<file path="src/verilog/ethMiiPkg.sv">
package ethMiiPkg;

  // Nibble values seen on MRxD ahead of the frame data
  localparam logic [3:0] PreambleNibble = 4'h5;
  localparam logic [3:0] SfdNibble      = 4'hd;

  // CRC-32 generator polynomial, MSB-first register form
  localparam logic [31:0] CrcPoly    = 32'h04c11db7;
  localparam logic [31:0] CrcPreset  = 32'hffffffff;
  localparam logic [31:0] CrcResidue = 32'hc704dd7b;  // Register value after a good FCS

  // Inter-frame gap, in MRxClk cycles
  localparam int          IfgCntWidth = 5;
  localparam logic [IfgCntWidth-1:0] IfgCycles = 5'd24;

  // Byte counter and maximum frame length
  localparam int ByteCntWidth = 16;

endpackage

</file>
<file path="src/verilog/ethRxCrc.sv">
module ethRxCrc import ethMiiPkg::*;
(
  input  logic       MRxClk,
  input  logic       Reset,
  input  logic [3:0] MRxD,
  input  logic       SfdSeen,
  input  logic [1:0] StateData,
  output logic       CrcErr
);

  logic [31:0] crc;

  // Four serial steps, MRxD[0] first as it left the wire
  function automatic logic [31:0] crcNibble(input logic [31:0] crcIn, input logic [3:0] nibble);
    logic [31:0] c;
    c = crcIn;
    for (int i = 0; i < 4; i++)
    begin
      if (c[31] ^ nibble[i])
        c = {c[30:0], 1'b0} ^ CrcPoly;
      else
        c = {c[30:0], 1'b0};
    end
    return c;
  endfunction

  always_ff @(posedge MRxClk or posedge Reset)
  begin
    if (Reset)
      crc <= CrcPreset;
    else if (SfdSeen)
      crc <= CrcPreset;                 // Fresh start for every frame
    else if (|StateData)
      crc <= crcNibble(crc, MRxD);
  end

  // FCS is part of the sum, so a good frame leaves the fixed residue
  assign CrcErr = crc != CrcResidue;

endmodule

</file>
<file path="config.mk">
export PLATFORM = sky130hd
export DESIGN_NAME = ethRxCrc
export DESIGN_NICKNAME = d
export VERILOG_FILES = /design/src/verilog/ethMiiPkg.sv /design/src/verilog/ethRxCrc.sv
export SDC_FILE = /design/constraint.sdc
export NUM_CORES = 1
export LEC_CHECK = 0
export BUFFER_PORTS_ARGS = -buffer_cell sky130_fd_sc_hd__buf_4
export CORE_MARGIN = 4
export CORE_UTILIZATION = 50
export DETAILED_ROUTE_END_ITERATION = 8
export PLACE_DENSITY = 0.72
export SYNTH_ARGS = -nofsm -noshare
export SYNTH_HDL_FRONTEND = slang
export SYNTH_SLANG_ARGS = --single-unit
</file>
<file path="constraint.sdc">
create_clock -name MRxClk -period 2 [get_ports MRxClk]
set_input_delay 0.4 -clock MRxClk [delete_from_list [all_inputs] [get_ports MRxClk]]
set_output_delay 0.4 -clock MRxClk [all_outputs]
set_load 0.03 [all_outputs]
</file>
# Yosys cells after proc, flatten, opt, wreduce, memory -nomap -nowiden
# Cells that the tools add are included.
[classes] n_mux=12 reduce_logical=2 bitwise_logic=8 eq_ne=1
[ops] cell="$mux W32" n=8
[ops] cell="$mux W27" n=4
[ops] cell="$not A14 Y14" n=4
[ops] cell="$ne A32 B32 Y1 const B" n=1
[ops] cell="$xor A1 B1 Y1" n=4
[ops] cell="$reduce_bool A2 Y1" n=1
[ops] cell="$reduce_or A2 Y1" n=1
[word_totals] regBits=32 elab_cells=24 output_inout_bits=1

# Longest topological paths before layout
# Gate-level depths: netlist (run 1).
[depth] word_depth=16 ltp_mapped=5 mapped_depth_nobuf=3

# Worst setup path after synthesis (run 1)
# OpenSTA, ideal clock, no wires.
[synth_path] path_type="reg2out" start="register crc[28]" end="output CrcErr" n_path_buf=1 required_time_ns=1.600 stages_incl_launch_ff=5 t_arrival_ns=1.577 path_slack_ns=0.023 cell_sequence="dfstp_2 buf_6 or4b_1 nor4_1 nand4_1"
[synth_between] elab_chain_len=1
[synth_rtl] element="start, declared" line="ethRxCrc.sv:11" text="logic [31:0] crc;"
[synth_rtl] element="start signal, assigned" line="ethRxCrc.sv:30" text="crc <= CrcPreset;"
[synth_rtl] element="start signal, assigned" line="ethRxCrc.sv:32" text="crc <= CrcPreset;"
[synth_rtl] element="start signal, assigned" line="ethRxCrc.sv:34" text="crc <= crcNibble(crc, MRxD);"
[synth_rtl] element="$ne A32 B32 Y1" line="ethRxCrc.sv:38" text="assign CrcErr = crc != CrcResidue;"
[synth_rtl] element="end, declared" line="ethRxCrc.sv:8" text="output logic CrcErr"
# Every way passes these cells.

# Final worst setup path (run 1)
[layout_path] start="register crc[6]" end="output CrcErr"
# The elaborated chain is that of the path after synthesis.

==> impl_metrics.csv, run 1 <==
group,metric,value,unit
global_route,grt_pass1_vias,1338,
logic_synthesis,synth.distinct_cells,26,
finish,num_antenna_cells,0,
place,hpwlAfterDp,2.68,mm
finish,top_regs,"crc x32",
critical_path,critical_path_buf_inv_count,1,
global_route,met3_usage,0.0457,
critical_path,crit_fanout,2,
critical_path,cp-end-kind,"output port",
critical_path,cp_top_family,"simple AND/OR/NAND/NOR gates",
floorplanning,ios,10,
global_route,antenna_found_initial,0,
logic_synthesis,synth_compound_area_frac,0.0895,
finish,largest_register_ffs,32,
logic_synthesis,synthesis.area,2080,um^2
clocking,cts_tree,"yes",
clocking,cts_made_buffers,5,
sta,worst_pin_slew,0.590,ns
clocking,h-tree-depth,2,
logic_synthesis,syn_inst,159,
status,outcome,"finished with violations",
global_route,globalRouteOverflowTotal,0,
routing,drt-total-wl,3.94,mm
floorplanning,rows,23,
logic_synthesis,synth-xor-area-share,0.365,
sta,setup_violations,1,
critical_path,cp-start-kind,"flip-flop",
worst_hold_path,holdCritPathClass,"in2reg",
routing,routed_via_density,5.57,
finish,area_growth,13.9,%
global_route,grt_usage,0.168,
place,post_dp_cell_area,2190,um^2
critical_path,cp.depth,4,
critical_path,cp.required,1.60,ns
routing,drtIter0Drc,69,
sta,setup_ws,-0.203,ns
clocking,clock_tree.root_cell,"clkbuf_8",
power,cellPowerDensity,1570,nW/um^2
floorplanning,core,4000,um^2
floorplanning,fp.dieW,72.5,um
power,vdd_ir_drop_max,0.927,mV
critical_path,crit_chain,"or4b_4, nor4_4, nand4_1, buf_6",
status,violations,"negative setup slack",
floorplanning,die-height,72.5,um
sta,finalMaxSlewViolations,0,
logic_synthesis,ys_seq_elements,32,
routing,vias,1243,
clocking,clock-sinks,32,
global_route,grt_pass1_wl,6.60,mm
place,globalplace.congestion,0.794,
routing,drt_first_pass_iters,4,
critical_path,r2r-start,"crc[30]$_DFFE_PP1P_",
worst_hold_path,holdPathEnd,"crc[31]$_DFFE_PP1P_",
routing,routedWlPerCell,17.7,um
critical_path,crit_arrival,1.80,ns
clocking,path_clk_slew,0.07,ns
sta,clock_skew,0.00485,ns
critical_path,path_class,"reg2out",
global_route,grt_max_degree,33,
finish,final_common_cell,"dfstp_2",
logic_synthesis,yosysSeqAreaShare,0.404,
finish,regMostFlops,"crc",
logic_synthesis,synthAdderAreaFrac,0,
logic_synthesis,synth_warnings,0,
logic_synthesis,synth_top_area_share,0.404,
critical_path,cpMaxStageDelayCell,"dfstp_2",
clocking,clockBufferDepth,2,
worst_hold_path,holdPathStages,3,
global_route,grtUsageMet2,0.266,
logic_synthesis,synth.avg_cell_area,13.1,um^2
logic_synthesis,synthTopCellsByArea,"dfstp_2 40%, xnor3_1 21%, a21oi_1 6.0%, nor2_1 5.2%, xor3_4 4.0%",
logic_synthesis,synth-simple-area-share,0.102,
sta,max_clock_freq,454,MHz
logic_synthesis,synth_mux_area_frac,0,
critical_path,max_stage_delay,0.53,ns
worst_hold_path,hp-start,"SfdSeen",
place,dp.cells,214,
finish,postLayoutCellArea,2370,um^2
finish,most-common-layout-cells,"32 x dfstp_2, 29 x nor2_1, 25 x a21oi_1",
critical_path,r2r-end,"crc[4]$_DFFE_PP1P_",
critical_path,r2r_cells,3,
place,port_buffers,9,
floorplanning,start_util,0.520,
finish,drive_gt1_frac,0.405,
flow_run,drv_cap,0,
floorplanning,die_area,5260,um^2
finish,nFillCells,315,
logic_synthesis,synth_top_family_by_area,"XOR/XNOR gates",
sta,min_period,2.20,ns
logic_synthesis,synth_top_area_cell,"dfstp_2",
global_route,use_met1,0.221,
sta,timing.final.crit_share,1.10,
clocking,clock_latency,0.28,ns
global_route,top_usage_layer,"met2",
sta,relSlewSlack,0.607,
finish,fin_cells,223,
finish,nNetsFinal,181,
critical_path,regToRegSetupSlack,0.33,ns
sta,grt_setup_unrepaired,"true",
sta,finalHoldViolations,0,
power,leakage,1.08,nW
routing,route.detailed.drc,0,
routing,drtAntennaViolNets,0,
logic_synthesis,syn_nets,168,
## worst max-delay path by stage
stage	startpoint	to	slack, ns
global route	crc[6]$_DFFE_PP1P_	CrcErr	-0.26
CTS	crc[6]$_DFFE_PP1P_	CrcErr	-0.20
finish	crc[6]$_DFFE_PP1P_	CrcErr	-0.20
floorplan	crc[28]$_DFFE_PP1P_	CrcErr	0.02
detailed placement	MRxD[2]	crc[12]$_DFFE_PP1P_	-0.11
global placement	crc[6]$_DFFE_PP1P_	CrcErr	-0.07
## repair_timing
action / 4_1_cts / 5_1_grt
resized for setup: 4 / 2
pin swaps: 2 / 0
setup endpoints to repair: 1 / 11
gates cloned: 0 / 0
hold buffers: 0 / 0
buffers inserted: 1 / 0
## worst min-delay path: cells and delay by family
| family | cells | cell delay, ns |
|---|---|---|
| AOI/OAI and AO/OA | 1 | 0.07 |
| buffers and inverters | 1 | 0.14 |
| and+or+nand+nor | 1 | 0.08 |
## cells by family (layout without fill, tap and decap cells)
group,Yosys count,after routing
AND/OR/NAND/NOR,43,43
XOR/XNOR,39,39
AO/OA/AOI/OAI,32,32
flip-flops,32,32
buffers and inverters,13,27
## metal layers
| layer | vias to the layer above | wire (um) | share of wire |
|---|---|---|---|
| met5 | - | 0 | 0 |
| met3 | 12 | 144 | 0.037 |
| met1 | 632 | 1770 | 0.45 |
| met2 | 19 | 1920 | 0.49 |
| li1 | 580 | - | - |
| met4 | 0 | 97 | 0.025 |
## cell usage after synthesis
master and count:
a21oi_1 25, and4b_1 1, buf_1 1, buf_2 1
buf_4 3, buf_6 3, clkbuf_1 4, dfstp_2 32
inv_1 1, nand2b_1 2, nand4_1 2, nand4b_1 3
nor2_1 29, nor2b_1 1, nor4_1 3, o22a_1 7
or3_1 1, or4b_1 1, xnor2_1 1, xnor2_2 2
xnor2_4 2, xnor3_1 19, xnor3_2 2, xnor3_4 1
xor2_1 9, xor3_4 3
## report_power, final
part	leakage [nW]	switching [mW]	internal, mW	total [mW]
registers	0.337	0.258	1.08	1.33
clock network	0.0645	0.232	0.439	0.671
logic	0.678	0.568	1.16	1.73
## layout make-up
type	count	area (um^2)	share of cell area
clock inverter	1	30.0	0.0127
multi-input combinational	114	1200	0.506
clock buffer	7	96.3	0.0406
inverter	1	3.75	0.00158
tap	50	62.6	0.0264
sequential	32	841	0.355
timing repair buffer	18	139	0.0586
## metrics by stage
step | hold slack [ns] | setup slack, ns | utilization | power (mW) | setup TNS (ns)
CTS | 0.405 | -0.202 | 0.587 | 3.75 | -0.202
finish | 0.418 | -0.203 | 0.593 | 3.73 | -0.203
global placement | 0.502 | -0.0743 | 0.548 | 2.96 | -0.272
global route | 0.424 | -0.263 | 0.593 | 3.96 | -0.263
detailed placement | 0.504 | -0.106 | 0.548 | 3.03 | -0.839
floorplan | 0.486 | 0.0232 | - | 2.75 | 0
Note: power is estimated with default switching activity, not from simulation.
==> inputs of run 2 (changes only) <==
--- a/config.mk
+++ b/config.mk
@@ -7,9 +7,9 @@
 export LEC_CHECK = 0
 export BUFFER_PORTS_ARGS = -buffer_cell sky130_fd_sc_hd__buf_4
 export CORE_MARGIN = 4
-export CORE_UTILIZATION = 50
+export CORE_UTILIZATION = 42
 export DETAILED_ROUTE_END_ITERATION = 8
-export PLACE_DENSITY = 0.72
+export PLACE_DENSITY = 0.63
 export SYNTH_ARGS = -nofsm -noshare
 export SYNTH_HDL_FRONTEND = slang
 export SYNTH_SLANG_ARGS = --single-unit
==> impl_metrics.csv, run 2 (synthesis results as in run 1) <==
group,metric,value,unit
global_route,grt_pass1_wl,6.84,mm
worst_hold_path,holdCritPathClass,"in2reg",
critical_path,crit_arrival,1.74,ns
critical_path,critical_path_buf_inv_count,1,
finish,drive_gt1_frac,0.402,
critical_path,cp.depth,4,
routing,drtIter0Drc,82,
critical_path,r2r-start,"crc[30]$_DFFE_PP1P_",
floorplanning,start_util,0.438,
power,leakage,1.08,nW
critical_path,cp-end-kind,"output port",
flow_run,drv_cap,0,
finish,nNetsFinal,182,
clocking,path_clk_slew,0.07,ns
global_route,antenna_found_initial,0,
critical_path,crit_fanout,2,
critical_path,cp.required,1.60,ns
place,globalplace.congestion,0.796,
floorplanning,die-height,78.4,um
routing,routed_via_density,5.01,
routing,drt-total-wl,3.95,mm
finish,num_antenna_cells,0,
critical_path,r2r_cells,3,
critical_path,cpMaxStageDelayCell,"dfstp_2",
critical_path,cp_top_family,"simple AND/OR/NAND/NOR gates",
routing,drtAntennaViolNets,0,
floorplanning,rows,25,
routing,vias,1207,
sta,clock_skew,0.00638,ns
worst_hold_path,holdPathStages,3,
finish,nFillCells,427,
sta,worst_pin_slew,1.01,ns
clocking,cts_setup_buffers,0,
floorplanning,fp.dieW,78.4,um
sta,timing.final.crit_share,1.07,
clocking,hold_buffers,0,
critical_path,crit_chain,"or4b_4, nor4_4, nand4_1, buf_6",
clocking,cts_made_buffers,5,
sta,min_period,2.14,ns
sta,relSlewSlack,0.324,
clocking,h-tree-depth,2,
sta,finalHoldViolations,0,
sta,setup_violations,1,
routing,route.detailed.drc,0,
global_route,grt_usage,0.143,
clocking,clock_tree.root_cell,"clkbuf_8",
clocking,cts_tree,"yes",
place,hpwlAfterDp,2.80,mm
sta,grt_setup_unrepaired,"true",
place,port_buffers,9,
global_route,grt_max_degree,33,
finish,ff_latch_area,841,um^2
critical_path,r2r-end,"crc[7]$_DFFE_PP1P_",
finish,largest_register_ffs,32,
critical_path,max_stage_delay,0.53,ns
sta,setup_ws,-0.136,ns
critical_path,worstSetupStartpoint,"crc[6]$_DFFE_PP1P_",
finish,multiInputGateArea,1190,um^2
finish,top_regs,"crc x32",
clocking,clock_latency,0.28,ns
floorplanning,ios,10,
clocking,clock-sinks,32,
global_route,globalRouteOverflowTotal,0,
power,vdd_ir_drop_max,0.647,mV
clocking,clockBufferDepth,2,
power,cellPowerDensity,1550,nW/um^2
routing,drt_first_pass_iters,5,
critical_path,worstSetupEndpoint,"CrcErr",
finish,final_common_cell,"dfstp_2",
floorplanning,core,4750,um^2
critical_path,path_class,"reg2out",
floorplanning,die_area,6150,um^2
sta,finalMaxSlewViolations,0,
routing,routedWlPerCell,16.4,um
sta,max_clock_freq,468,MHz
finish,area_growth,14.4,%
critical_path,regToRegSetupSlack,0.03,ns
status,outcome,"finished with violations",
status,violations,"negative setup slack",
finish,regMostFlops,"crc",
finish,most-common-layout-cells,"32 x dfstp_2, 29 x nor2_1, 25 x a21oi_1",
critical_path,cp-start-kind,"flip-flop",
sta,fin_tns_setup,-0.136,ns
global_route,grt_pass1_vias,1321,
place,dp_slack,-0.112,ns
-- run 2: worst register-to-register path: stages, from the launching register on --
cell,delay (ns)
dfstp_2,0.39
xnor2_2,0.80
xnor3_1,0.55
o22a_1,0.17
-- run 2: through the flow --
step / std cells / total power [mW] / area, um^2 / hold WS, ns / utilization
5_1_grt: 241 / 3.92 / 2380 / 0.410 / 0.501
4_1_cts: 241 / 3.72 / 2380 / 0.396 / 0.501
6_report: 241 / 3.68 / 2380 / 0.403 / 0.501
3_5_place_dp: 233 / 3.07 / 2240 / 0.504 / 0.471
3_3_place_gp: 233 / 3.01 / 2240 / 0.503 / 0.471
2_1_floorplan: 159 / 2.75 / 2080 / 0.486 / -
-- run 2: layout make-up --
type	count	area share
clock inverter	2	0.0147
timing repair buffer	19	0.0667
sequential	32	0.353
multi-input combinational	114	0.498
clock buffer	6	0.0305
tap	67	0.0352
inverter	1	0.00158
-- run 2: power breakdown --
part	switching (mW)	internal (mW)
sequential	0.249	1.08
clock	0.240	0.370
combinational	0.574	1.17
-- run 2: timing repair --
action / 4_1_cts / 5_1_grt
pin swaps: 2 / 0
cloned: 0 / 0
resized for setup: 5 / 0
setup endpoints to repair: 2 / 4
-- run 2: how the worst min path moves through the flow --
stage	startpoint	to
2_1_floorplan	crc[27]$_DFFE_PP1P_	crc[27]$_DFFE_PP1P_
3_3_place_gp	crc[26]$_DFFE_PP1P_	crc[26]$_DFFE_PP1P_
3_5_place_dp	crc[26]$_DFFE_PP1P_	crc[26]$_DFFE_PP1P_
4_1_cts	SfdSeen	crc[21]$_DFFE_PP1P_
5_1_grt	SfdSeen	crc[20]$_DFFE_PP1P_
6_report	SfdSeen	crc[21]$_DFFE_PP1P_
-- run 2: per-layer routing --
| layer | vias up | wire length [um] | global-route usage | share of wire |
|---|---|---|---|---|
| li1 | 582 | - | - | - |
| met1 | 598 | 1870 | 0.195 | 0.47 |
| met2 | 21 | 1900 | 0.235 | 0.48 |
| met3 | 6 | 127 | 0.0310 | 0.032 |
| met4 | 0 | 54 | 0.0367 | 0.014 |
| met5 | - | 0 | 0 | 0 |
