[config.mk]
export PLATFORM = sky130hd
export DESIGN_NAME = ethRxCounters
export DESIGN_NICKNAME = d
export VERILOG_FILES = /design/src/verilog/ethMiiPkg.sv /design/src/verilog/ethRxCounters.sv
export SDC_FILE = /design/constraint.sdc
export NUM_CORES = 1
export LEC_CHECK = 0
export ABC_AREA = 1
export BUFFER_PORTS_ARGS = -buffer_cell sky130_fd_sc_hd__buf_2
export CORE_ASPECT_RATIO = 1.1
export CORE_UTILIZATION = 52
export DETAILED_ROUTE_END_ITERATION = 10
export HOLD_SLACK_MARGIN = 0.02
export PLACE_DENSITY = 0.8
export SYNTH_ARGS = -nofsm -noshare
export SYNTH_HDL_FRONTEND = slang
export SYNTH_SLANG_ARGS = --single-unit
[constraint.sdc]
create_clock -name MRxClk -period 1.6 [get_ports MRxClk]
set_input_delay 0.16 -clock MRxClk [delete_from_list [all_inputs] [get_ports MRxClk]]
set_output_delay 0.16 -clock MRxClk [all_outputs]
set_load 0.005 [all_outputs]
[src/verilog/ethMiiPkg.sv]
package ethMiiPkg;

  // Nibble values seen on MRxD ahead of the frame data
  localparam logic [3:0] PreambleNibble = 4'h5;
  localparam logic [3:0] SfdNibble      = 4'hd;

  // CRC-32 generator polynomial, MSB-first register form
  localparam logic [31:0] CrcPoly    = 32'h04c11db7;
  localparam logic [31:0] CrcPreset  = 32'hffffffff;
  localparam logic [31:0] CrcResidue = 32'hc704dd7b;  // Register value after a good FCS

  // Inter-frame gap, in MRxClk cycles
  localparam int          IfgCntWidth = 5;
  localparam logic [IfgCntWidth-1:0] IfgCycles = 5'd24;

  // Byte counter and maximum frame length
  localparam int ByteCntWidth = 16;

endpackage

[src/verilog/ethRxCounters.sv]
module ethRxCounters import ethMiiPkg::*;
(
  input  logic                    MRxClk,
  input  logic                    Reset,
  input  logic                    SfdSeen,
  input  logic                    StateIdle,
  input  logic                    StatePreamble,
  input  logic                    StateSfd,
  input  logic [1:0]              StateData,
  input  logic                    StateDrop,
  input  logic [ByteCntWidth-1:0] MaxFL,
  input  logic                    HugEn,
  input  logic                    IgnoreIfg,
  output logic [ByteCntWidth-1:0] ByteCnt,
  output logic                    ByteCntMaxFrame,
  output logic                    IfgCounterEq24
);

  logic [IfgCntWidth-1:0] ifgCnt;
  logic                   byteCntMax;
  logic                   byteCntInc;
  logic                   ifgDone;
  logic                   ifgInc;

  assign byteCntMax = &ByteCnt;                    // Saturation point
  assign byteCntInc = StateData[1] & ~byteCntMax;  // One per high nibble

  always_ff @(posedge MRxClk or posedge Reset)
  begin
    if (Reset)
    begin
      ByteCnt <= '0;
    end
    else
    begin
      if (SfdSeen)
        ByteCnt <= '0;
      else if (byteCntInc)
        ByteCnt <= ByteCnt + 1'b1;
    end
  end

  // Compared only at a byte boundary, where the count has just settled
  assign ByteCntMaxFrame = StateData[0] & (ByteCnt == MaxFL) & ~HugEn;

  // Gap runs outside the data states and stops at the limit
  assign ifgDone = ifgCnt == IfgCycles;
  assign ifgInc  = (StateIdle | StatePreamble | StateSfd | StateDrop) & ~ifgDone;

  always_ff @(posedge MRxClk or posedge Reset)
  begin
    if (Reset)
    begin
      ifgCnt <= '0;
    end
    else
    begin
      if (SfdSeen)
        ifgCnt <= '0;
      else if (ifgInc)
        ifgCnt <= ifgCnt + 1'b1;
    end
  end

  assign IfgCounterEq24 = ifgDone | IgnoreIfg;  // IgnoreIfg accepts any gap

endmodule

* After elaboration in Yosys (flattened, before gate mapping)
Index checks and enable logic that the tools add are counted.
** Operators by class
- $add $sub $neg :: 2
- Multipliers :: 0
- Div/mod/pow operators :: 0
- Order comparisons :: 0
- Equality and inequality tests :: 2
- Shift-type cells :: 0
- Multiplexer cells :: 4
- Bitwise operators :: 11
- Reduce and logical (&&, ||, !) cells :: 3
** Operators with widths (number)
- two-way mux 16 bit :: 2
- adder 16 x 1 -> 16 bit, second input constant :: 1
- equality test 16 bit :: 1
- AND reduction 16 bit :: 1
- two-way mux 5 bit :: 2
- adder 5 x 1 -> 5 bit, second input constant :: 1
- equality test 5 bit, second input constant :: 1
- bitwise AND 1 bit :: 4
- bitwise OR 1 bit :: 4
- nonzero test 2 bit :: 2
- inverter 1 bit :: 3
** Storage, ports and cells
- Bits in registers :: 21
- Bits in latches :: 0
- Memory bits (writable) :: 0
- Bits in read-only memories :: 0
- Output and inout port bits :: 18
- Logic and storage cells :: 24
- Memories :: 0

* Depth between registers and ports, before layout
Gate-level depths: netlist of run 1.
- Depth after elaboration :: 6
- Mapped depth :: 9

* Least setup slack after synthesis of run 1
No wires, ideal clock.
- Path kind :: register to register
- Start :: register ByteCnt[0]
- End :: register ByteCnt[9]
- Setup time :: 0.117 ns
- Data arrival time :: 1.351 ns
- Data required time :: 1.483 ns
- Setup slack :: 0.131 ns
- Stages on the path, launching flop included :: 10
- Buffers on the path :: 0
- Clock period less this slack :: 1.469 ns
- Cells stage by stage :: dfrtp_1 -> ha_1 -> nand2_2 -> nor2_2 -> nand2_4 -> nor2_4 -> o21ai_4 -> clkinv_4 -> nand2_1 -> nand2_1
** On the way
- Cells in the longest elaborated chain, start to end :: 4
- Elaborated cells on any way between the ends :: 7
- Those cells by class :: add/sub (1); mux (2); bitwise (2); reduce/logical (2)
** RTL lines
- from (decl) :: RTL line ethRxCounters.sv:14 : output logic [ByteCntWidth-1:0] ByteCnt,
- from (signal assigned) :: RTL line ethRxCounters.sv:39 : ByteCnt <= ByteCnt + 1'b1;
- branches (longest 4 deep; another with adder 16 x 1 -> 16 bit)
Several ways; the timed one is not identified. The select of a mux whose other input is x is not followed.
A chain may end at the register's enable or synchronous reset.

* Final worst setup path of run 1
- Start :: register ByteCnt[14]
- End :: output port ByteCntMaxFrame
** On the way
- Cells in the longest elaborated chain, start to end :: 3
** RTL lines
- equality test 16 bit :: RTL line ethRxCounters.sv:44 : assign ByteCntMaxFrame = StateData[0] & (ByteCnt == MaxFL) & ~HugEn;
- bitwise AND 1 bit (2 in series) :: RTL line ethRxCounters.sv:44
- to (decl) :: RTL line ethRxCounters.sv:15 : output logic ByteCntMaxFrame,
No other way between the ends.

==> impl_metrics.env, run 1 <==
export IMPL_core_area_um2=2803
export IMPL_drive_gt1_share_pct=31.36
export IMPL_whs_path_depth=2
export IMPL_cpMaxStageDelayCell="dfrtp_1"
export IMPL_clock_latency_ps=310
export IMPL_highest_layer="met4"
export IMPL_stdcell_count=320
export IMPL_p_leak_nw=1.044
export IMPL_startpoint_type="register"
export IMPL_power_internal_mw=0.7281
export IMPL_wl_per_cell_um=13.06
export IMPL_antenna_found_initial=0
export IMPL_cp_data_required_time_ps=1440
export IMPL_synth_net_count=253
export IMPL_drt_iter0_drc=65
export IMPL_antenna_left=0
export IMPL_rsz0062_at_grt="yes"
export IMPL_cts_root_buf="clkbuf_4"
export IMPL_grt_ovfl_total=0
export IMPL_clockPowerShare_pct=26.3
export IMPL_ios=45
export IMPL_netlist_top_cells_area="dfrtp_1 (34%), nand2_1 (14%), nand3_1 (6.4%), inv_1 (5.5%), nor2_1 (5.5%)"
export IMPL_grt_use_total_pct=28.53
export IMPL_netlist_area_leader_share_pct=33.71
export IMPL_die_y_um=59.43
export IMPL_clkTransAtPathRegs_ps=120
export IMPL_synth_simple_area_share_pct=39.09
export IMPL_setup_slack_ps=-56.20
export IMPL_synth_top_family_by_area="simple AND/OR/NAND/NOR gates"
export IMPL_path_cells="buf_4, xor2_1, nor3_1, nand3_1, nor2_1, buf_2"
export IMPL_nets=318
export IMPL_ys_warnings_count=0
export IMPL_max_slew_margin_rel_pct=80.12
export IMPL_wl_met2_um=2099
export IMPL_sw_frac_of_total_pct=27.96
export IMPL_drc=0
export IMPL_yosysTopAreaCell="dfrtp_1"
export IMPL_violations="setup timing"
export IMPL_yosysSeqAreaShare_pct=33.71
export IMPL_hpwl_um=3160
export IMPL_grt_max_degree=22
export IMPL_htreeDepth=1
export IMPL_post_route_util_pct=72.32
export IMPL_setup_viol=1
export IMPL_synth_adder_area_share_pct=2.408
export IMPL_grt_pass1_wl_um=6624
export IMPL_ys_types=31
export IMPL_rows=20
export IMPL_fill_cells=218
export IMPL_fmax_mhz=603.8
export IMPL_chipWidth_um=54.21
export IMPL_start_util_pct=55.62
export IMPL_cts_buffers=3
export IMPL_m1WireLength_um=1710
export IMPL_switchingPower_mw=0.2826
export IMPL_place_gp_congestion=0.8873
export IMPL_muxShareOfSynthArea_pct=0
export IMPL_port_buffers=44
export IMPL_path_delay_family="flip-flops"
export IMPL_endpoint_kind="output pin"
export IMPL_n_antenna_cell=0
export IMPL_finalWirelength_um=4179
export IMPL_firstDrtPassIters=4
export IMPL_hold_viol=0
export IMPL_syn_inst=223
export IMPL_wl_met3_um=300
export IMPL_pwr_share_seq_pct=54.7
export IMPL_period_share_pct=103.5
export IMPL_critical_path_max_fanout=5
export IMPL_clk_path_buf_depth=2
export IMPL_areaGrowthSynthToFinish_pct=30.02
export IMPL_p_comb_share_pct=19.0
export IMPL_ir_drop_mv=0.4617
export IMPL_viasPerCell=5.372
export IMPL_clock_sinks=21
export IMPL_max_slew_worst_pin_slew_ps=297.5
export IMPL_critical_path_cell_count=6
export IMPL_slew_violations=0
export IMPL_drv_cap=0
export IMPL_cp_buffers_inverters=2
export IMPL_avgSynthCellArea_um2=6.991
export IMPL_ys_ff_latch=21
export IMPL_first_global_vias=1562
export IMPL_crit_arrival_ps=1500
export IMPL_hold_class="in2reg"
export IMPL_holdWs_ps=89.17
export IMPL_synthXorXnorAreaFrac_pct=6.742
export IMPL_powerDensity_nw_per_um2=498.7
export IMPL_outcome="complete, but fails checks"
export IMPL_cts_tree="yes"
export IMPL_slowest_delay_ps=400
export IMPL_timing_setup_critical_path_class="reg2out"
export IMPL_die_area_um2=3221
export IMPL_dp_cells=312
export IMPL_min_period_ps=1656
export IMPL_ff2ff_path_depth=9
export IMPL_syn_area_um2=1559
export IMPL_skew_ps=4.993
export IMPL_synth_compound_area_share_pct=9.791
export IMPL_vias=1719
## stage by stage
| stage | setup slack [ps] | power [mW] | cell area (um^2) | setup TNS (ps) |
|---|---|---|---|---|
| 2_1_floorplan | 131.4 | 0.6574 | 1559 | 0 |
| 3_3_place_gp | 76.39 | 0.7315 | 1914 | 0 |
| 3_5_place_dp | 42.08 | 0.7382 | 1914 | 0 |
| 4_1_cts | -52.51 | 1.003 | 1984 | -52.51 |
| 5_1_grt | -202.1 | 1.055 | 2027 | -240.0 |
| 6_report | -56.20 | 1.011 | 2027 | -56.20 |
## flip-flops by register name, indices dropped and copies added, names as in the netlist
register / count
ByteCnt: 16
ifgCnt: 5
## cells in the mapped netlist
cell type,n
a21oi_1,7
a22o_1,1
buf_2,3
buf_6,1
clkinv_1,1
clkinv_4,1
dfrtp_1,21
ha_1,3
inv_1,23
inv_2,1
nand2_1,59
nand2_2,3
nand2_4,1
nand3_1,20
nand3_2,1
nand3b_1,2
nand4_1,9
nor2_1,23
nor2_2,5
nor2_4,2
nor3_1,2
nor3b_1,1
o21ai_0,10
o21ai_1,3
o21ai_4,1
o21bai_1,1
o22ai_1,2
o31ai_1,1
or2_2,3
xnor2_1,4
xor2_1,8
## cells by family after synthesis
kind of cell / after synthesis
buf+inv: 30
xor+xnor: 12
flops: 21
fa+ha+maj: 3
simple gates: 131
compound gates: 26
## worst paths after layout
path | from | to | slack, ps
worst max-delay path | ByteCnt[14] | ByteCntMaxFrame | -60
worst min-delay path | SfdSeen | ByteCnt[12] | 90
worst max register to register | ByteCnt[0] | ByteCnt[9] | 100
min in group asynchronous | Reset | ifgCnt[0] | 470
worst min register to register | ByteCnt[12] | ByteCnt[12] | 580
max in group asynchronous | Reset | ByteCnt[6] | 920
## power groups by stage
stage	clock network [mW]	logic (mW)	registers (mW)
2_1_floorplan	0	0.0910	0.566
3_3_place_gp	0	0.168	0.563
3_5_place_dp	0	0.174	0.564
4_1_cts	0.267	0.182	0.554
5_1_grt	0.285	0.216	0.555
6_report	0.265	0.192	0.553
## metal layers
layer	vias to the layer above	global-route usage (%)
li1	849	-
met4	0	12.45
met5	-	0
met2	71	49.48
met3	8	2.308
met1	791	35.29
## timing repair
item / CTS / global route
buffers inserted: 0 / 3
gates resized for setup: 6 / 5
endpoints found under the hold margin: 21 / 0
pin swaps: 1 / 1
hold buffers: 1 / 0
endpoints found under the setup margin: 1 / 17
## area by class of cell
cell class | instances | area (um^2) | share of cell area [%]
clock buffers | 4 | 26.28 | 1.296
inverters | 26 | 102.6 | 5.062
multi-input cells | 172 | 947.2 | 46.73
flip-flops and latches | 21 | 525.5 | 25.93
well taps | 33 | 41.29 | 2.037
repair buffers | 64 | 384.1 | 18.95
## cell usage in the layout (no fill, tap or decap), types with 2 or more instances in the layout
cell type / netlist / routed
nand3_1: 20 / 20
nor2_1: 23 / 22
o22ai_1: 2 / 2
o21ai_1: 3 / 3
nand2_2: 3 / 4
inv_1: 23 / 23
dfrtp_1: 21 / 21
nand3b_1: 2 / 2
nor2_4: 2 / 4
ha_1: 3 / 3
o21ai_0: 10 / 10
nand4_1: 9 / 9
nor2_2: 5 / 4
xor2_1: 8 / 8
xnor2_2: 0 / 3
or2_2: 3 / 3
buf_4: 0 / 16
buf_6: 1 / 3
a21oi_1: 7 / 7
clkbuf_4: 0 / 3
nand2_1: 59 / 58
buf_2: 3 / 44
Note: power is estimated with default switching activity, not from simulation.
==> run 2, diff against run 1 <==
- CORE_UTILIZATION: 52 -> 47
- PLACE_DENSITY: 0.8 -> 0.76
- clock period: 1.6 -> 1.5 ns (I/O delays scaled with it)
==> impl_metrics.env, run 2 (synthesis gave the netlist of run 1 again) <==
export IMPL_die_y_um=62.41
export IMPL_slowest_delay_ps=420
export IMPL_drt_iter0_drc=68
export IMPL_wl_met2_um=2234
export IMPL_cp_buffers_inverters=2
export IMPL_path_delay_family="flip-flops"
export IMPL_max_slew_margin_rel_pct=80.01
export IMPL_clkTransAtPathRegs_ps=150
export IMPL_setup_worst_path_start="ByteCnt[0]"
export IMPL_largest_reg_flops=16
export IMPL_rsz0062_at_grt="yes"
export IMPL_antenna_found_initial=0
export IMPL_grt_use_total_pct=24.47
export IMPL_rr_endpoint="ByteCnt[10]"
export IMPL_drc=12
export IMPL_critical_path_cell_count=7
export IMPL_grt_max_degree=22
export IMPL_grt_ovfl_total=0
export IMPL_layout_commonest_cell="nand2_1"
export IMPL_clock_sinks=21
export IMPL_min_period_ps=1682
export IMPL_chipWidth_um=56.92
export IMPL_r2r_start="ByteCnt[4]"
export IMPL_ir_drop_mv=0.4275
export IMPL_max_slew_worst_pin_slew_ps=299.2
export IMPL_hpwl_um=2986
export IMPL_place_gp_congestion=0.8759
export IMPL_critical_path_max_fanout=3
export IMPL_fin_tns_setup_ps=-1408
export IMPL_skew_ps=21.11
export IMPL_largest_register="ByteCnt"
export IMPL_hold_viol=0
export IMPL_wl_met3_um=188
export IMPL_hold_class="in2reg"
export IMPL_startpoint_type="register"
export IMPL_vias=1743
export IMPL_period_share_pct=112.1
export IMPL_grt_pass1_wl_um=6727
export IMPL_nets=331
export IMPL_htreeDepth=1
export IMPL_highest_layer="met4"
export IMPL_timing_setup_critical_path_class="reg2out"
export IMPL_ios=45
export IMPL_final_cell_mix="nand2_1 (55), buf_2 (44), buf_4 (28)"
export IMPL_antenna_left=0
export IMPL_viasPerCell=5.219
export IMPL_endpoint_kind="output pin"
export IMPL_r2r_setup_slack_ps=-130
export IMPL_cp_data_required_time_ps=1350
export IMPL_top_regs="ByteCnt (16), ifgCnt (5)"
export IMPL_finalWirelength_um=4309
export IMPL_drive_gt1_share_pct=38.00
export IMPL_cts_root_buf="clkbuf_4"
export IMPL_violations="DRC, setup timing"
export IMPL_setup_viol=16
export IMPL_drv_cap=0
export IMPL_p_leak_nw=1.110
export IMPL_slew_violations=0
export IMPL_post_route_util_pct=69.81
export IMPL_path_cells="buf_4, xnor2_2, nand2_1, nor3_2, nand3_1, nor2_1, buf_2"
export IMPL_clk_path_buf_depth=2
export IMPL_core_area_um2=3100
export IMPL_die_area_um2=3552
export IMPL_clock_latency_ps=340
export IMPL_fmax_mhz=594.6
export IMPL_first_global_vias=1521
export IMPL_cpMaxStageDelayCell="dfrtp_1"
export IMPL_crit_path_end="ByteCntMaxFrame"
export IMPL_cts_tree="yes"
export IMPL_ff2ff_path_depth=9
export IMPL_start_util_pct=50.28
export IMPL_n_antenna_cell=0
export IMPL_cts_buffers=3
export IMPL_wl_per_cell_um=12.90
export IMPL_firstDrtPassIters=7
export IMPL_powerDensity_nw_per_um2=526.9
export IMPL_port_buffers=44
export IMPL_m1WireLength_um=1787
export IMPL_crit_arrival_ps=1530
export IMPL_setup_slack_ps=-181.9
export IMPL_outcome="complete, but fails checks"
export IMPL_rows=21
export IMPL_areaGrowthSynthToFinish_pct=38.84
## run 2: power breakdown
group	switching, mW	internal [mW]	total, mW
registers	0.0148	0.580	0.595
logic	0.116	0.110	0.227
clock network	0.216	0.102	0.319
total	0.347	0.793	1.14
## run 2: what timing repair did
item                                   4_1_cts  5_1_grt
setup endpoints to repair                   15       18
pin swaps                                    3        4
resized for setup                           14       12
hold buffers                                 1        0
endpoints found under the hold margin       21        0
setup buffers                                4       12
gates cloned                                 1        0
## run 2: final cells by class
class / count / area, um^2
Tap cell: 34 / 42.54
Timing Repair inverter: 1 / 6.256
Clock inverter: 1 / 7.507
Sequential cell: 21 / 530.5
Fill cell: 263 / 935.9
Inverter: 26 / 102.6
Multi-Input combinational cell: 172 / 978.4
Timing Repair Buffer: 76 / 474.2
Clock buffer: 3 / 22.52
## run 2: metal layers
metal / vias up / GRT usage, %
met5: - / 0
met4: 0 / 9.756
met3: 9 / 2.070
met2: 50 / 42.79
met1: 805 / 30.76
li1: 879 / -
## run 2: how the worst min path moves through the flow
stage,end,depth (start not counted),from
after floorplan,ByteCnt[0],1,Reset
after CTS,ByteCnt[12],2,SfdSeen
after detailed placement,ByteCnt[1],3,Reset
after global placement,ByteCnt[0],3,Reset
after global routing,ByteCnt[12],2,SfdSeen
final,ByteCnt[12],2,SfdSeen
## run 2: through the flow
step | hold slack (ps) | setup WS [ps] | instance area, um^2 | instances | power (mW)
finish | 63.97 | -181.9 | 2165 | 334 | 1.141
global route | 78.70 | -299.0 | 2165 | 334 | 1.194
CTS | 67.91 | -199.9 | 2046 | 322 | 1.110
detailed placement | 202.4 | -89.16 | 1908 | 312 | 0.7836
global placement | 194.4 | -50.81 | 1908 | 312 | 0.7809
floorplan | 126.5 | 31.42 | 1559 | 223 | 0.7012
## run 2: worst register-to-register path: cells and delay by family, from the launching register on
| family | cells | cell delay [ps] |
|---|---|---|
| AND/OR/NAND/NOR | 4 | 490 |
| flip-flops | 1 | 460 |
| buffers and inverters | 3 | 380 |
| AO/OA/AOI/OAI | 2 | 220 |
==> run 3, diff against run 2 <==
- RECOVER_POWER: unset -> 25
==> impl_metrics.env, run 3 (synthesis gave the netlist of run 1 again) <==
export IMPL_drc=12
export IMPL_port_buffers=44
export IMPL_setup_worst_path_start="ByteCnt[0]"
export IMPL_dp_cells=312
export IMPL_cts_buffers=3
export IMPL_first_global_vias=1521
export IMPL_hpwl_um=2986
export IMPL_drt_iter0_drc=68
export IMPL_largest_reg_flops=16
export IMPL_antenna_found_initial=0
export IMPL_skew_ps=18.25
export IMPL_cp_data_required_time_ps=1350
export IMPL_pwr_share_seq_pct=52.4
export IMPL_grt_max_degree=22
export IMPL_fill_cells=264
export IMPL_p_comb_share_pct=19.8
export IMPL_period_share_pct=111.9
export IMPL_startpoint_type="register"
export IMPL_sw_frac_of_total_pct=30.29
export IMPL_min_period_ps=1678
export IMPL_timing_setup_critical_path_class="reg2out"
export IMPL_clockPowerShare_pct=27.8
export IMPL_layout_commonest_cell="nand2_1"
export IMPL_setup_viol=16
export IMPL_rsz0062_at_grt="yes"
export IMPL_endpoint_kind="output pin"
export IMPL_vias=1743
export IMPL_antenna_left=0
export IMPL_grt_ovfl_total=0
export IMPL_cts_tree="yes"
export IMPL_viasPerCell=5.219
export IMPL_r2r_setup_slack_ps=-130
export IMPL_final_cell_mix="nand2_1 (55), buf_2 (44), buf_4 (27)"
export IMPL_firstDrtPassIters=7
export IMPL_n_antenna_cell=0
export IMPL_hp_start="SfdSeen"
export IMPL_grt_use_total_pct=24.47
export IMPL_outcome="complete, but fails checks"
export IMPL_ff2ff_path_depth=9
export IMPL_power_internal_mw=0.7922
export IMPL_max_slew_worst_pin_slew_ps=551.8
export IMPL_grt_pass1_wl_um=6727
export IMPL_ir_drop_mv=0.4230
export IMPL_htreeDepth=1
export IMPL_finalWirelength_um=4293
export IMPL_switchingPower_mw=0.3442
export IMPL_drv_cap=0
export IMPL_post_route_util_pct=69.73
export IMPL_rows=21
export IMPL_stdcell_count=334
export IMPL_r2r_start="ByteCnt[4]"
export IMPL_slew_violations=0
export IMPL_hold_viol=0
export IMPL_chipWidth_um=56.92
export IMPL_max_slew_margin_rel_pct=63.21
export IMPL_violations="DRC, setup timing"
export IMPL_clock_sinks=21
export IMPL_ios=45
export IMPL_drive_gt1_share_pct=38.00
export IMPL_clkTransAtPathRegs_ps=150
export IMPL_nets=331
export IMPL_powerDensity_nw_per_um2=525.6
export IMPL_p_leak_nw=1.109
export IMPL_fin_tns_setup_ps=-1369
export IMPL_hold_class="in2reg"
export IMPL_die_y_um=62.41
export IMPL_die_area_um2=3552
export IMPL_cts_root_buf="clkbuf_4"
export IMPL_place_gp_congestion=0.8759
export IMPL_critical_path_max_fanout=3
export IMPL_whs_path_depth=2
export IMPL_core_area_um2=3100
export IMPL_start_util_pct=50.28
export IMPL_crit_arrival_ps=1530
export IMPL_clk_path_buf_depth=2
export IMPL_largest_register="ByteCnt"
export IMPL_areaGrowthSynthToFinish_pct=38.68
export IMPL_fmax_mhz=596.0
export IMPL_clock_latency_ps=340
export IMPL_wl_per_cell_um=12.85
export IMPL_setup_slack_ps=-177.8
export IMPL_top_regs="ByteCnt (16), ifgCnt (5)"
==> run 3: cell count changes in the layout (fill, tap and decap cells not counted), sizes merged <==
cell | before | now
clkbuf | 3 | 4
buf | 75 | 74
==> run 3: critical path, cell delays in order, from the launching register on <==
cell	delay, ps
dfrtp_1	420
buf_4	150
xnor2_2	140
nand2_1	90
nor3_2	110
nand3_1	90
nor2_1	80
buf_2	110
==> run 3: worst paths after layout <==
kind                              endpoint
max                        ByteCntMaxFrame
min                            ByteCnt[12]
max reg2reg                    ByteCnt[10]
min reg2reg                    ByteCnt[15]
max in group asynchronous      ByteCnt[14]
min in group asynchronous       ByteCnt[1]
==> run 3: per-layer routing <==
metal / wire, um / GRT usage (%) / part of all wire (%) / vias to the layer above
met5: 0 / 0 / 0 / -
met4: 99 / 9.756 / 2.3 / 0
met3: 202 / 2.070 / 4.7 / 9
met2: 2218 / 42.79 / 52 / 54
met1: 1772 / 30.76 / 41 / 801
li1: - / - / - / 879
==> run 3: timing repair <==
action,in CTS,in global routing
gates cloned,1,0
setup endpoints to repair,15,18
endpoints found under the hold margin,21,0
pin swaps,3,4
gates resized for setup,14,12
hold buffers,1,0
setup buffers,4,12
==> run 3: power by group through the flow <==
stage / logic [mW] / clock network [mW] / registers (mW)
6_report: 0.226 / 0.316 / 0.595
5_1_grt: 0.250 / 0.344 / 0.598
4_1_cts: 0.202 / 0.314 / 0.594
3_5_place_dp: 0.179 / 0 / 0.604
3_3_place_gp: 0.178 / 0 / 0.603
2_1_floorplan: 0.0971 / 0 / 0.604
==> run 3: final cells by class <==
cell class                 count  area (um^2)  area share (%)
multi-input combinational    172        978.4           45.25
clock buffer                   3        22.52           1.042
timing repair inverter         1        6.256          0.2894
tap                           34        42.54           1.968
clock inverter                 1        7.507          0.3472
inverter                      26        102.6           4.745
timing repair buffer          76        471.7           21.82
sequential                    21        530.5           24.54
==> run 3: stage by stage <==
| step | total power, mW | hold slack, ps | setup WS (ps) | instance area, um^2 |
|---|---|---|---|---|
| global route | 1.193 | 78.70 | -299.0 | 2162 |
| detailed placement | 0.7836 | 202.4 | -89.16 | 1908 |
| floorplan | 0.7012 | 126.5 | 31.42 | 1559 |
| finish | 1.136 | 64.25 | -177.8 | 2162 |
| CTS | 1.110 | 67.91 | -199.9 | 2046 |
| global placement | 0.7809 | 194.4 | -50.81 | 1908 |
